[config.mk]
export PLATFORM = sky130hd
export DESIGN_NAME = add_bias
export DESIGN_NICKNAME = d
export VERILOG_FILES = /design/src/cnn_data_pkg.sv /design/src/cnn_ctrl_pkg.sv /design/src/add_bias.sv
export SDC_FILE = /design/constraint.sdc
export NUM_CORES = 1
export LEC_CHECK = 0
export BUFFER_PORTS_ARGS = -buffer_cell sky130_fd_sc_hd__clkbuf_2
export CELL_PAD_IN_SITES_DETAIL_PLACEMENT = 0
export CELL_PAD_IN_SITES_GLOBAL_PLACEMENT = 1
export CORE_AREA = 2 2 373 375
export CTS_BUF_LIST = sky130_fd_sc_hd__clkbuf_8
export DETAILED_ROUTE_END_ITERATION = 7
export DIE_AREA = 0 0 375 377
export GPL_TIMING_DRIVEN = 0
export HOLD_SLACK_MARGIN = 0.12
export PLACE_DENSITY_LB_ADDON = 0.12
export REMOVE_ABC_BUFFERS = 1
export SETUP_SLACK_MARGIN = 0.15
export SLEW_MARGIN = 40
export SYNTH_ARGS = -nofsm -noshare
export SYNTH_HDL_FRONTEND = slang
export SYNTH_SLANG_ARGS = --single-unit
[constraint.sdc]
create_clock -name clk -period 1.03 [get_ports clk]
set_input_delay 0.309 -clock clk [delete_from_list [all_inputs] [get_ports clk]]
set_output_delay 0.309 -clock clk [all_outputs]
set_load 0.005 [all_outputs]
[src/cnn_data_pkg.sv]
package cnn_data_pkg;

  typedef logic signed [7:0]  pixel_t;
  typedef logic signed [19:0] acc_t;

  localparam int KSIZE      = 3;
  localparam int TAPS       = KSIZE * KSIZE;
  localparam int NUM_FILT   = 2;
  localparam int NUM_LAYERS = 2;
  localparam int ADDR_W     = 16;

  typedef logic [ADDR_W-1:0] addr_t;

  // tap 0 is the top-left of the window, row-major
  typedef pixel_t [TAPS-1:0] patch_t;

  typedef struct packed {
    logic   we;
    addr_t  addr;
    patch_t patch;
  } ram_wr_t;

  // indexed [layer][filter][tap]
  localparam pixel_t WEIGHTS [NUM_LAYERS][NUM_FILT][TAPS] = '{
    '{'{  1,  2,  1,  0,  0,  0, -1, -2, -1 },
      '{ -1,  0,  1, -2,  0,  2, -1,  0,  1 }},
    '{'{  0, -1,  0, -1,  4, -1,  0, -1,  0 },
      '{ 127, -128, 3, 17, -64, 90, -5, 41, -128 }}
  };

  localparam acc_t BIASES [NUM_LAYERS][NUM_FILT] = '{'{ 5, -3 }, '{ 100, -250 }};

endpackage

[src/cnn_ctrl_pkg.sv]
package cnn_ctrl_pkg;

  // phases of one layer run
  typedef enum logic [2:0] {
    IDLE,
    ZPAD,
    IM2C,
    DOTP,
    BIAS,
    DONE
  } calc_state_t;

  // selects a row of the weight and bias tables
  typedef logic [0:0] layer_t;

endpackage

[src/add_bias.sv]
`timescale 1ns/1ns

module add_bias #(
  parameter int NPOS = 12
) (
  input  logic                                               clk,
  input  logic                                               rst_n,
  input  logic                                               start,
  input  cnn_ctrl_pkg::layer_t                               layer,
  input  cnn_data_pkg::acc_t [NPOS*cnn_data_pkg::NUM_FILT-1:0] sums,
  output cnn_data_pkg::acc_t [NPOS*cnn_data_pkg::NUM_FILT-1:0] result
);
  import cnn_data_pkg::*;

  always_ff @(posedge clk or negedge rst_n) begin
    if (!rst_n) begin
      result <= '0;
    end else if (start) begin
      // filter index is the minor one
      for (int p = 0; p < NPOS; p++) begin
        for (int f = 0; f < NUM_FILT; f++) begin
          result[p * NUM_FILT + f] <= sums[p * NUM_FILT + f] + BIASES[layer][f];
        end
      end
    end
  end

endmodule

==> results of run 1 <==
==> area by class of cell <==
class,instances,share of cell area [%]
Clock inverter,46,0.598
Clock buffer,143,4.18
Multi-Input combinational cell,2268,39.2
Timing Repair Buffer,1579,25.1
Inverter,39,0.362
Sequential cell,480,25.5
Antenna cell,19,0.101
Tap cell,1794,4.77
Timing Repair inverter,3,0.125
==> per-layer routing <==
layer / vias up / track usage, % / wire length, um
met5: - / 0 / 200
met4: 30 / 6.63 / 4170
met3: 217 / 6.38 / 10400
met2: 759 / 32.7 / 69400
met1: 13800 / 21.7 / 55800
li1: 13700 / - / -
==> where the power goes <==
group,internal [mW],leakage (nW),switching [mW]
combinational,9.17,13.2,9.98
clock,13.0,1.29,10.2
sequential,21.4,5.47,1.40
==> cell families after synthesis <==
kind of cell | after synthesis
AND/OR/NAND/NOR | 913
multiplexers | 138
adder cells (fa/ha/maj) | 144
AO/OA/AOI/OAI | 739
flip-flops | 480
XOR/XNOR | 328
buffers and inverters | 154
==> metrics by stage <==
step	total power, mW	worst slack, ns	utilization (%)
floorplan	29.0	-2.96	-
global placement	36.6	-25.48	25.2
detailed placement	37.6	-3.04	25.7
CTS	65.5	-0.904	32.8
global route	69.1	-0.999	34.3
finish	65.2	-1.02	34.3
==> what timing repair did <==
item	CTS	global route
resized for setup	447	254
hold buffers	347	11
endpoints found under the hold margin	804	531
setup buffers	160	68
pin swaps	192	204
cloned	20	5
endpoints found under the setup margin	960	1360
==> how the worst min path moves through the flow <==
stage	end	slack (ns)	from
after CTS	result[80]	-0.28	sums[80]
after global placement	result[25]	0.46	result[25]
after floorplan	result[0]	0.01	rst_n
final	result[160]	-0.13	sums[160]
after detailed placement	result[100]	0.16	rst_n
after global routing	result[160]	-0.20	sums[160]
==> synth_stat cells (8+ instances only) <==
library cell,count
nand3b_1,9
nand2_1,149
buf_1,9
and4_1,11
a211oi_1,26
a31oi_1,82
fa_1,12
nand4_1,50
o31ai_1,12
xor2_1,177
a21o_1,20
or4_1,22
o211ai_1,36
nor3_1,32
o21ai_0,116
clkbuf_1,103
o21ai_1,11
or2_2,18
a2111oi_0,9
nor2_1,353
and4b_1,9
or3_1,58
nor3b_1,14
and3_1,35
inv_1,39
nor4_1,18
a21oi_1,330
o21a_1,20
nor2b_1,8
xnor2_1,151
nand2b_1,23
ha_1,132
mux2_2,137
a211o_1,13
nand3_1,77
a41oi_1,8
o41ai_1,11
dfrtp_1,480
==> worst reg2reg max path, cell delays in order (launching register included) <==
cell     delay (ns)
dfrtp_1        0.39
a21oi_1        0.14
o21ai_0        0.08
or3_1          0.36
==> results summary, run 1 <==
In this run the vertical extent of the chip is 377 um. The headroom to the max-slew limit came out at 44.9%. The die covers about 140,000 um2. Global routing used 18.9% of the available tracks. In the post-route analysis, the smallest setup slack over all paths is -1.02 ns.

The final design instance area without fill came out at 47,000 um2. The number of rows in the core area is 136. The critical path is of the in -> reg type. The root buffer cell is clkbuf_8. The number of buffer and inverter stages on the critical path is 6. The critical path ends at result[352]. The fraction of final layout cells sized beyond drive strength 1 is 42.3%. The register ranked first by flip-flop count is result. The number of global-route vias before repair came out at 29,500. The most used cell along the critical path is buf_16. The final count of pins violating max slew came out at 0. The final net count is 5,104.

The routed wire length came out at 140 mm. After legalization and detailed placement, the total HPWL measured 96.6 mm. The number of placed cells counting well taps came out at 5,561. Counting the buffers created by CTS gives 105. The minimum clock period after layout came out at 2.05 ns.

The maximum fanout count along the critical path is 7. The critical path starts at layer. During placement, the flow inserted port buffers numbering approximately 960.

In this run, the number of DRC markers left after iteration 0 of detailed routing was 1,069. The flow ran to the end, but the final reports show violations. For this block, the via count after detailed routing is about 29,000.

Of all cell types, the one taking the most synthesized area is dfrtp_1. The clock network latency to the later pin of the worst-skew pair is ~0.76 ns. The flip-flop count of the largest register, all copies and words added is 480. The capturing point of the worst reg2reg path is result[156]. The first TritonRoute pass finished after 4 iterations. The tightest hold path in the finished design has a slack of -0.130 ns.

The hold-critical path depth came out at 3. STA classifies the critical path endpoint as a register. Summing all multi-input logic gate instances after layout gives 18,500 um2.

The count of cells in the finished layout, fillers not included, comes to 6,371. Measured in cells, the most critical reg-to-reg path has a length of 3. The worst reg-to-reg setup slack came out at -0.06 ns. The fraction of the mapped netlist area in simple logic gates is 16.2%.

The share of async-settable or async-resettable flops after synthesis came out at 100%. Clock-pin slew was measured on the worst setup and hold paths at 0.06 ns. The count of warnings emitted by yosys is 0.

The final count of negative-setup-slack endpoints is 1,300. The area of the mapped netlist is 27,900 um2. The clock tree from TritonCTS is done. Pin placement for this block handled 964 I/O pins. The final routed wire length divided by cell count is 22.0 um. In this run the cell area measured after placement is ~35,000 um2.

The post-detailed-route DRC marker count is 0. The fraction of post-synthesis cell area in the top cell type by area is 43.1%. The required time of the worst setup path is 1.75 ns.

The critical path crosses 13 cells after its start point. The tree built by TritonCTS fans out to between 400 and 500 sinks. The category of cells accounting for the largest share of critical-path delay is buffers and inverters. The number of antenna violations at the first check in global routing is 33.

Synthesis produced just under 3,000 cells. In this run the critical register-to-register path is launched from result[156]. The path category of the worst min-delay check is in -> reg. The final estimated routing congestion in global placement is 0.790. The number of filler cells placed in the layout came out at ~14,000. The sequential cells in the finished layout cover a total of about 12,000 um2. The post-synthesis share of cell area spent on full adders, half adders and majority gates is 6.79%.

Multiplexer cells account for around 5.6% of the synthesized area. The post-synthesis average cell area came out at 9.62 um2. Leaving out fill and tap cells, the most frequent cells in the layout are clkbuf_2 (945), dfrtp_1 (478), nor2_1 (353), dlygate4sd3_1 (348), a21oi_1 (270). The summed negative setup slack over all endpoints is -612.81 ns.

The worst-case clock skew came out at 0 ns. After Yosys synthesis, XOR and XNOR cells account for 10.3% of the synthesized area. After synthesis, flip-flops and latches occupy 43.1% of the total area.

The endpoint arrival time on the critical path is 2.77 ns. The delay of the slowest cell on the worst path came out at 0.46 ns. In this run the deepest clock path goes through 3 buffers. After synthesis, the largest family of logic cells by area is simple AND/OR/NAND/NOR gates. The critical path goes through clkbuf_16, buf_16, inv_16, buf_16, ha_4, fa_2, o21a_1, o211ai_1, buf_4, a31oi_4, buf_6, or4b_4, a31oi_1. For this design the static power due to leakage is 20.0 nW. The first global-routing pass estimated 200 mm of wire. The worst setup path is launched from an input port. The number of library cell types mapped by synthesis came out at a little under 70.

The actual transition at the worst max-transition pin is 0.817 ns. The largest net degree at the start of global routing came out at 87. Setup repair after global routing could not meet its margin everywhere. Measured along the x axis, the die boundary spans 375 um. The final global-route overflow total is 0. In this run, synthesis produced a sequential element count of 480. The slowest cell on the critical path is or4b_4. In this run the power density over the cells is 1390 nW/um2. Leaving out fill and tap cells, the most frequent cell in the layout is clkbuf_2. The number of enable-type register cells in the synthesized netlist is 0.

The core footprint is 137,000 um2. Across the run, the number of max-cap violations was 0. The synthesized netlist devotes 15.9% of its cell area to compound gates.

The highest clock rate is about 500 MHz. The worst path uses 199% of the clock period. The H-tree depth is 3. The checks that failed: hold timing, setup timing. By area the synthesized netlist is led by dfrtp_1 (43%), a21oi_1 (5.9%), ha_1 (5.9%). The synthesis-to-layout area growth came out at 68.9%. The largest registers in the layout are result x480.

The post-detailed-route count of antenna-violating nets came out at 0. The starting density of the core is about a fifth. The maximum vdd drop came out at around 0.88 mV. The most used flip-flop cell after synthesis is dfrtp_1. The count of endpoints failing hold in the final timing report is 66. The ratio of routed vias to standard cells came out at 4.48.
Power figures use the tool's default switching activity.
==> run 2, diff against run 1 <==
- CORE_AREA: 2 2 373 375 -> 2 2 372 374
- DIE_AREA: 0 0 375 377 -> 0 0 374 376
- clock period: 1.03 -> 1.7 ns (I/O delays scaled with it)
==> results summary, run 2 (synthesis results as in run 1) <==
The setup slack after layout came out at -0.572 ns (+0.446 ns). The area of the die came out at 141,000 um2 (-0.53%). The final global-route overflow total came out at 0 (unchanged). The worst setup path startpoint is layer. The minimum clock period after layout is 2.27 ns. The endpoint arrival time on the critical path is 2.98 ns (+0.21 ns).

The all-layer global routing usage was 18.7% (-0.19 points). The category of cells accounting for the largest share of critical-path delay is buffers and inverters. The overall die width came out at 374 um (-0.27%).

The post-detailed-route DRC marker count came out at 0 (unchanged). The synthesis-to-layout area growth is 70.9%. The fraction of power consumed by the clock network is 33.5% (-2.1 points). The starting density of the core is 20.4% (+0.051 points).

The final net count came to 5,167 (+1.2%). The global-route wire length before repair was 198 mm (-0.95%). The fraction of final layout cells sized beyond drive strength 1 came out at 42.2% (-0.12 points). The clock network latency to the later pin of the worst-skew pair came out at 0.79 ns (+0.03 ns). The area of the multi-input gates came to 18,800 um2 (+1.9%). The ratio of routed vias to standard cells came to 4.49 (+0.20%). The worst setup path is captured at a register. The proportion of total power due to net switching came out at 33.9% (+0.72 points). The delay of the slowest cell on the worst path came out at 0.40 ns (-0.06 ns). The count of input and output buffers came to 963 (unchanged).

The number of clock buffers inserted by TritonCTS came to 107 (+1.9%). In the finished design, the share of the clock period the worst path needs comes to 134%. The routed wire length came out at 139 mm (-0.74%).

The required time of the worst setup path is 2.41 ns (+0.66 ns). Setup repair after global routing could not meet its margin everywhere. The final count of pins violating max slew is 0 (unchanged). The fraction of power consumed by combinational cells came out at 30.7% (+1.3 points). The number of global-route vias before repair is 29,300 (-0.57%). The nature of the critical path startpoint is an input port. The cell internal power dissipation came to 25.6 mW (-41%). The summed negative setup slack over all endpoints came out at -120.81 ns (+491.99 ns). The actual transition at the worst max-transition pin came out at 0.784 ns (-0.0338 ns). The number of clock sinks seen by CTS came out at 480 (unchanged).

The number of antenna violations at the first check in global routing came to 33 (unchanged). The reported net switching power came out at 13.1 mW (-39%). The total I/O pin count is 964 (unchanged). The relative contribution of sequential cells to total power is 35.7% (+0.7 points). The die boundary height was 376 um (-0.27%). The register with the most flip-flops in the final layout is result. The post-detailed-route count of antenna-violating nets is 0 (unchanged). In the layout the commonest cells are clkbuf_2 (957), dfrtp_1 (478), dlygate4sd3_1 (401), nor2_1 (352), a21oi_1 (273). The placed standard-cell area came out at 35,300 um2 (+0.23%). The final reports fail on hold timing, setup timing. The static leakage came out at 20.2 nW (+0.84%).

The H-tree depth came out at 3 (unchanged). The power density over the cells is 812 nW/um2 (-41%). The worst slack on hold paths came out at -0.436 ns (-0.307 ns). The total design power is 38.7 mW (-41%). The first-pass iteration count of the detailed router is 5 (+1). The buffer depth of the longest clock path is 3 (unchanged). The slowest cell on the critical path is fa_2. The utilization after layout is 34.8% (+0.48 points). The type of the worst setup path is in -> reg.

The maximum vdd drop is 0.534 mV (-39%). The critical path goes through clkbuf_16, buf_4, buf_12, buf_16, buf_12, fa_2, o21a_1, o211ai_1, buf_4, a31oi_4, or3_1, a31oi_1. The highest clock rate is 440 MHz. The register clock-pin slew on the reported worst setup and hold paths came to 0.06 ns (about the same). The run finished, with violations left. The DRC violation total after the first TritonRoute iteration is 1,072 (+0.28%). In the final layout, the registers with the most flip-flops are result x480.

The path class of the tightest hold or removal check is in -> async. The number of buffer and inverter stages on the critical path was 6 (unchanged). The flip-flop count of the largest register, all copies and words added came out at 480 (unchanged).

The count of endpoints failing hold in the final timing report is 118 (+79%). The vias after detailed routing came out at 28,900 (+1.2%). The final count of negative-setup-slack endpoints came out at 805 (-38%). The area taken by flip-flops and latches is 12,000 um2 (unchanged).

The number of filler cells placed in the layout is 14,300 (-1.0%). The post-placement setup slack came to -2.53 ns (+0.514 ns). The final estimated routing congestion in global placement is 0.797 (+0.90%). The final design instance area without fill is 47,600 um2 (+1.2%). The core footprint came out at 137,000 um2 (-0.25%). The maximum fanout count along the critical path was 8 (+1). The number of rows in the core area came to 136 (unchanged). The worst register-to-register path begins at result[156].

The headroom to the max-slew limit was 47.2% (+2.3 points). The max-cap check violation count is 0 (unchanged). The tree is rooted in a clkbuf_8. TritonCTS built the clock tree.

The final routed wire length divided by cell count came to 21.6 um (-1.7%). The most frequent standard cell in the layout excluding fill and tap cells is clkbuf_2. The worst-case clock skew came out at 0 ns (unchanged). The placed wire-length estimate is 98.1 mm (+1.5%). The largest net degree at the start of global routing was 78 (-10%).
==> run 2: cell type report <==
class | count | share of cell area [%]
Clock inverter | 60 | 0.555
Timing Repair inverter | 4 | 0.202
Multi-Input combinational cell | 2270 | 39.5
Tap cell | 1794 | 4.72
Antenna cell | 18 | 0.0946
Sequential cell | 480 | 25.2
Timing Repair Buffer | 1637 | 25.5
Inverter | 39 | 0.358
Clock buffer | 131 | 3.79
==> run 2: through the flow <==
stage	std cells	hold WS (ns)
after detailed placement	5565	0.372
after global routing	6428	-0.525
after CTS	6305	-0.576
after global placement	5538	0.467
after floorplan	2781	0.214
final	6433	-0.436
==> run 2: final timing paths <==
check / endpoint / slack [ns] / cells past startpoint
worst max-delay path: result[434] / -0.57 / 12
worst min-delay path: result[432] / -0.44 / 1
worst max register to register: result[156] / 0.63 / 3
worst min register to register: result[306] / 0.48 / 2
max in group asynchronous: result[261] / 0.25 / 6
min in group clk: result[160] / 0.10 / 3
==> run 2: timing repair <==
action	4_1_cts	5_1_grt
hold endpoints to repair	562	131
resized for setup	353	364
endpoints found under the setup margin	921	920
setup buffers	128	104
cloned	17	5
hold buffers	404	4
pin swaps	157	281
==> run 2: power by group through the flow <==
stage / sequential, mW / combinational (mW) / clock, mW
after global placement: 14.0 / 9.12 / 0
after detailed placement: 14.0 / 8.81 / 0
after floorplan: 14.1 / 3.48 / 0
after CTS: 13.8 / 11.0 / 13.6
after global routing: 14.0 / 12.9 / 14.1
final: 13.8 / 11.9 / 13.0
==> run 2: metal layers <==
layer,wire length [um],vias to the layer above,GRT usage [%]
met5,248,-,0
met4,4010,38,6.00
met3,9850,225,6.00
met2,69600,761,32.9
met1,55300,14000,21.4
li1,-,13900,-
==> run 3, diff against run 2 <==
- CELL_PAD_IN_SITES_DETAIL_PLACEMENT: 0 -> default
- CELL_PAD_IN_SITES_GLOBAL_PLACEMENT: 1 -> default
==> results summary, run 3 (synthesis results as in run 1) <==
The count of endpoints failing hold in the final timing report was 44 (-63%). The fraction of power consumed by combinational cells is 30.0% (-0.7 points). The overall die width came to 374 um (unchanged). The number of global-route vias before repair is 29,300 (-0.14%). The root buffer cell is clkbuf_8. The H-tree depth came out at 3 (unchanged). The placed wire-length estimate came out at 94.4 mm (-3.7%). The highest clock rate came out at 440 MHz (about the same). TritonCTS built the clock tree. The maximum fanout count along the critical path is 8 (unchanged). The cell internal power dissipation came out at 25.1 mW (-1.9%).

The fraction of power consumed by the clock network is 33.4% (about the same). The final global-route overflow total came out at 0 (unchanged). The checks that failed: hold timing, setup timing. The nature of the critical path startpoint is an input port. Leaving out fill and tap cells, the most frequent cell in the layout is clkbuf_2. The number of filler cells placed in the layout is 14,500 (+1.3%). The met1 routing resource usage after global routing was 21.9% (+0.46 points).

The fraction of met3 tracks used by global routing is 7.06% (+1.1 points). The post-route clock period utilization came out at 134% (about the same). The final count of negative-setup-slack endpoints is 741 (-8.0%). The power density over the cells came out at 819 nW/um2 (+0.81%). The die boundary height is 376 um (unchanged). The count of input and output buffers is 963 (unchanged). The setup slack after layout was -0.572 ns (-0.0000250 ns). Setup repair after global routing could not meet its margin everywhere. The endpoint type of the worst setup path is a register. The final count of pins violating max slew came out at 0 (unchanged). The minimum clock period after layout was 2.27 ns (+0.0000250 ns). Relative to the synthesized area, the layout overhead comes to 65.7%. The post-detailed-route DRC marker count is 0 (unchanged). The placed standard-cell area came out at 35,200 um2 (-0.11%). The worst reg2reg path startpoint is result[156].

The fraction of final layout cells sized beyond drive strength 1 came out at 38.8% (-3.4 points). The number of clock sinks seen by CTS came out at 480 (unchanged). The starting density of the core came out at 20.4% (unchanged). The run finished, with violations left.

The required time of the worst setup path is 2.40 ns (about the same). The proportion of total power due to net switching came to 33.6% (-0.26 points). The summed negative setup slack over all endpoints is -110.98 ns (+9.84 ns). The register clock-pin slew on the reported worst setup and hold paths was 0.06 ns (about the same). The worst slack on hold paths is -0.318 ns (+0.118 ns). The flip-flop count of the largest register, all copies and words added is 480 (unchanged). The all-layer global routing usage is 18.8% (+0.038 points). The area of the die came out at 141,000 um2 (unchanged). The static leakage is 19.9 nW (-1.5%). The headroom to the max-slew limit is 49.2% (+2.0 points).

The final estimated routing congestion in global placement came out at 0.828 (+3.8%). The first-pass iteration count of the detailed router is 5 (unchanged). Walking the worst path, the cells encountered are clkbuf_16, buf_16, inv_16, buf_16, buf_12, buf_12, ha_2, or2_2, o221ai_4, o21ai_4, or4_2, a31oi_1.

The register ranked first by flip-flop count is result. The top cell types in the final layout, fill and taps aside, are clkbuf_2 (945), dfrtp_1 (478), dlygate4sd3_1 (415), nor2_1 (352), a21oi_1 (287). The maximum vdd drop is 0.576 mV (+8.0%). In the final layout, the registers with the most flip-flops are result x480. The type of the worst setup path is in -> reg. The category of cells accounting for the largest share of critical-path delay is simple AND/OR/NAND/NOR gates. The buffer depth of the longest clock path came out at 3 (unchanged). The number of buffer and inverter stages on the critical path is 6 (unchanged). The worst-case clock skew came out at 0 ns (unchanged).

The vias after detailed routing came out at 28,600 (-1.0%). The max-cap check violation count is 0 (unchanged). The final net count is 5,121 (-0.89%). The delay of the slowest cell on the worst path came out at 0.55 ns (+0.15 ns). The post-placement setup slack is -2.55 ns (-0.0177 ns). The reported net switching power is 12.7 mW (-3.0%). The global-route track usage on met2 came to 31.1% (-1.8 points).

The final design instance area without fill came out at 46,200 um2 (-3.0%). For this design, the slowest cell found on the critical path is or4_2. The largest net degree at the start of global routing came out at 81 (+3.8%). The routed wire length is 138 mm (-0.87%). The number of rows in the core area is 136 (unchanged). The actual transition at the worst max-transition pin is 0.754 ns (-0.0302 ns). The number of clock buffers inserted by TritonCTS is 104 (-2.8%). The clock network latency to the later pin of the worst-skew pair came out at 0.80 ns (about the same). The post-detailed-route count of antenna-violating nets came out at 0 (unchanged).

The utilization after layout came to 33.8% (-1.1 points). The relative contribution of sequential cells to total power came out at 36.6% (+0.9 points). The DRC violation total after the first TritonRoute iteration came to 1,131 (+5.5%). The number of antenna violations at the first check in global routing came out at 39 (+18%). The layer flagged by global routing as most heavily used is met2. The core footprint came to 137,000 um2 (unchanged). The min-delay analysis places its worst path in the category in -> async. The ratio of routed vias to standard cells is 4.49 (about the same). The endpoint arrival time on the critical path is 2.97 ns (about the same). The global-route wire length before repair was 197 mm (-0.46%). The worst setup path startpoint is layer. The total I/O pin count is 964 (unchanged). The final routed wire length divided by cell count is 21.6 um (about the same).
[run 3: cell count changes in the layout (fill, tap and decap cells not counted), sizes merged, moves of 4 or more]
cell / previous run / this run
dlygate4sd3: 401 / 415
buf: 270 / 208
clkbuf: 1096 / 1084
bufbuf: 0 / 12
clkinv: 13 / 4
diode: 18 / 14
[run 3: power groups by stage]
| stage | Clock (mW) | Combinational (mW) | Sequential (mW) |
|---|---|---|---|
| floorplan | 0 | 3.48 | 14.1 |
| global placement | 0 | 9.02 | 14.1 |
| detailed placement | 0 | 8.71 | 14.0 |
| CTS | 13.3 | 11.0 | 13.9 |
| global route | 13.7 | 12.4 | 14.1 |
| finish | 12.6 | 11.3 | 13.8 |
[run 3: metal layers]
metal / vias to the layer above / part of all wire [%]
li1: 13800 / -
met1: 13700 / 41
met2: 826 / 48
met3: 234 / 8.4
met4: 28 / 3.2
met5: - / 0.14
[run 3: worst paths after layout]
path                               endpoint  slack (ns)  cells after the start
worst max-delay path            result[153]       -0.57                     12
worst min-delay path            result[471]       -0.32                      1
worst max register to register  result[156]        0.64                      3
worst min register to register  result[427]        0.48                      1
max in group asynchronous       result[218]        0.30                      5
min in group clk                result[400]        0.07                      3
[run 3: cell type report]
type / count / area [um2] / share of cell area, %
Clock inverter: 56 / 314 / 0.680
Timing Repair inverter: 1 / 16.3 / 0.0352
Timing Repair Buffer: 1599 / 12100 / 26.2
Inverter: 39 / 179 / 0.388
Antenna cell: 14 / 35.0 / 0.0759
Clock buffer: 120 / 1650 / 3.58
Multi-Input combinational cell: 2268 / 17600 / 38.2
Sequential cell: 480 / 12000 / 26.0
Tap cell: 1794 / 2240 / 4.86
[run 3: what timing repair did]
item                                    in CTS  in global routing
hold endpoints to repair                   600                 80
pin swaps                                  127                111
gates cloned                                26                  2
buffers inserted                           101                 70
hold buffers                               415                  3
gates resized for setup                    361                138
endpoints found under the setup margin     946                913
[run 3: stage by stage]
stage / power, mW / hold WS [ns] / cells
floorplan: 17.6 / 0.214 / 2781
global placement: 23.1 / 0.467 / 5538
detailed placement: 22.7 / 0.474 / 5565
CTS: 38.2 / -0.418 / 6283
global route: 40.2 / -0.368 / 6369
finish: 37.8 / -0.318 / 6371
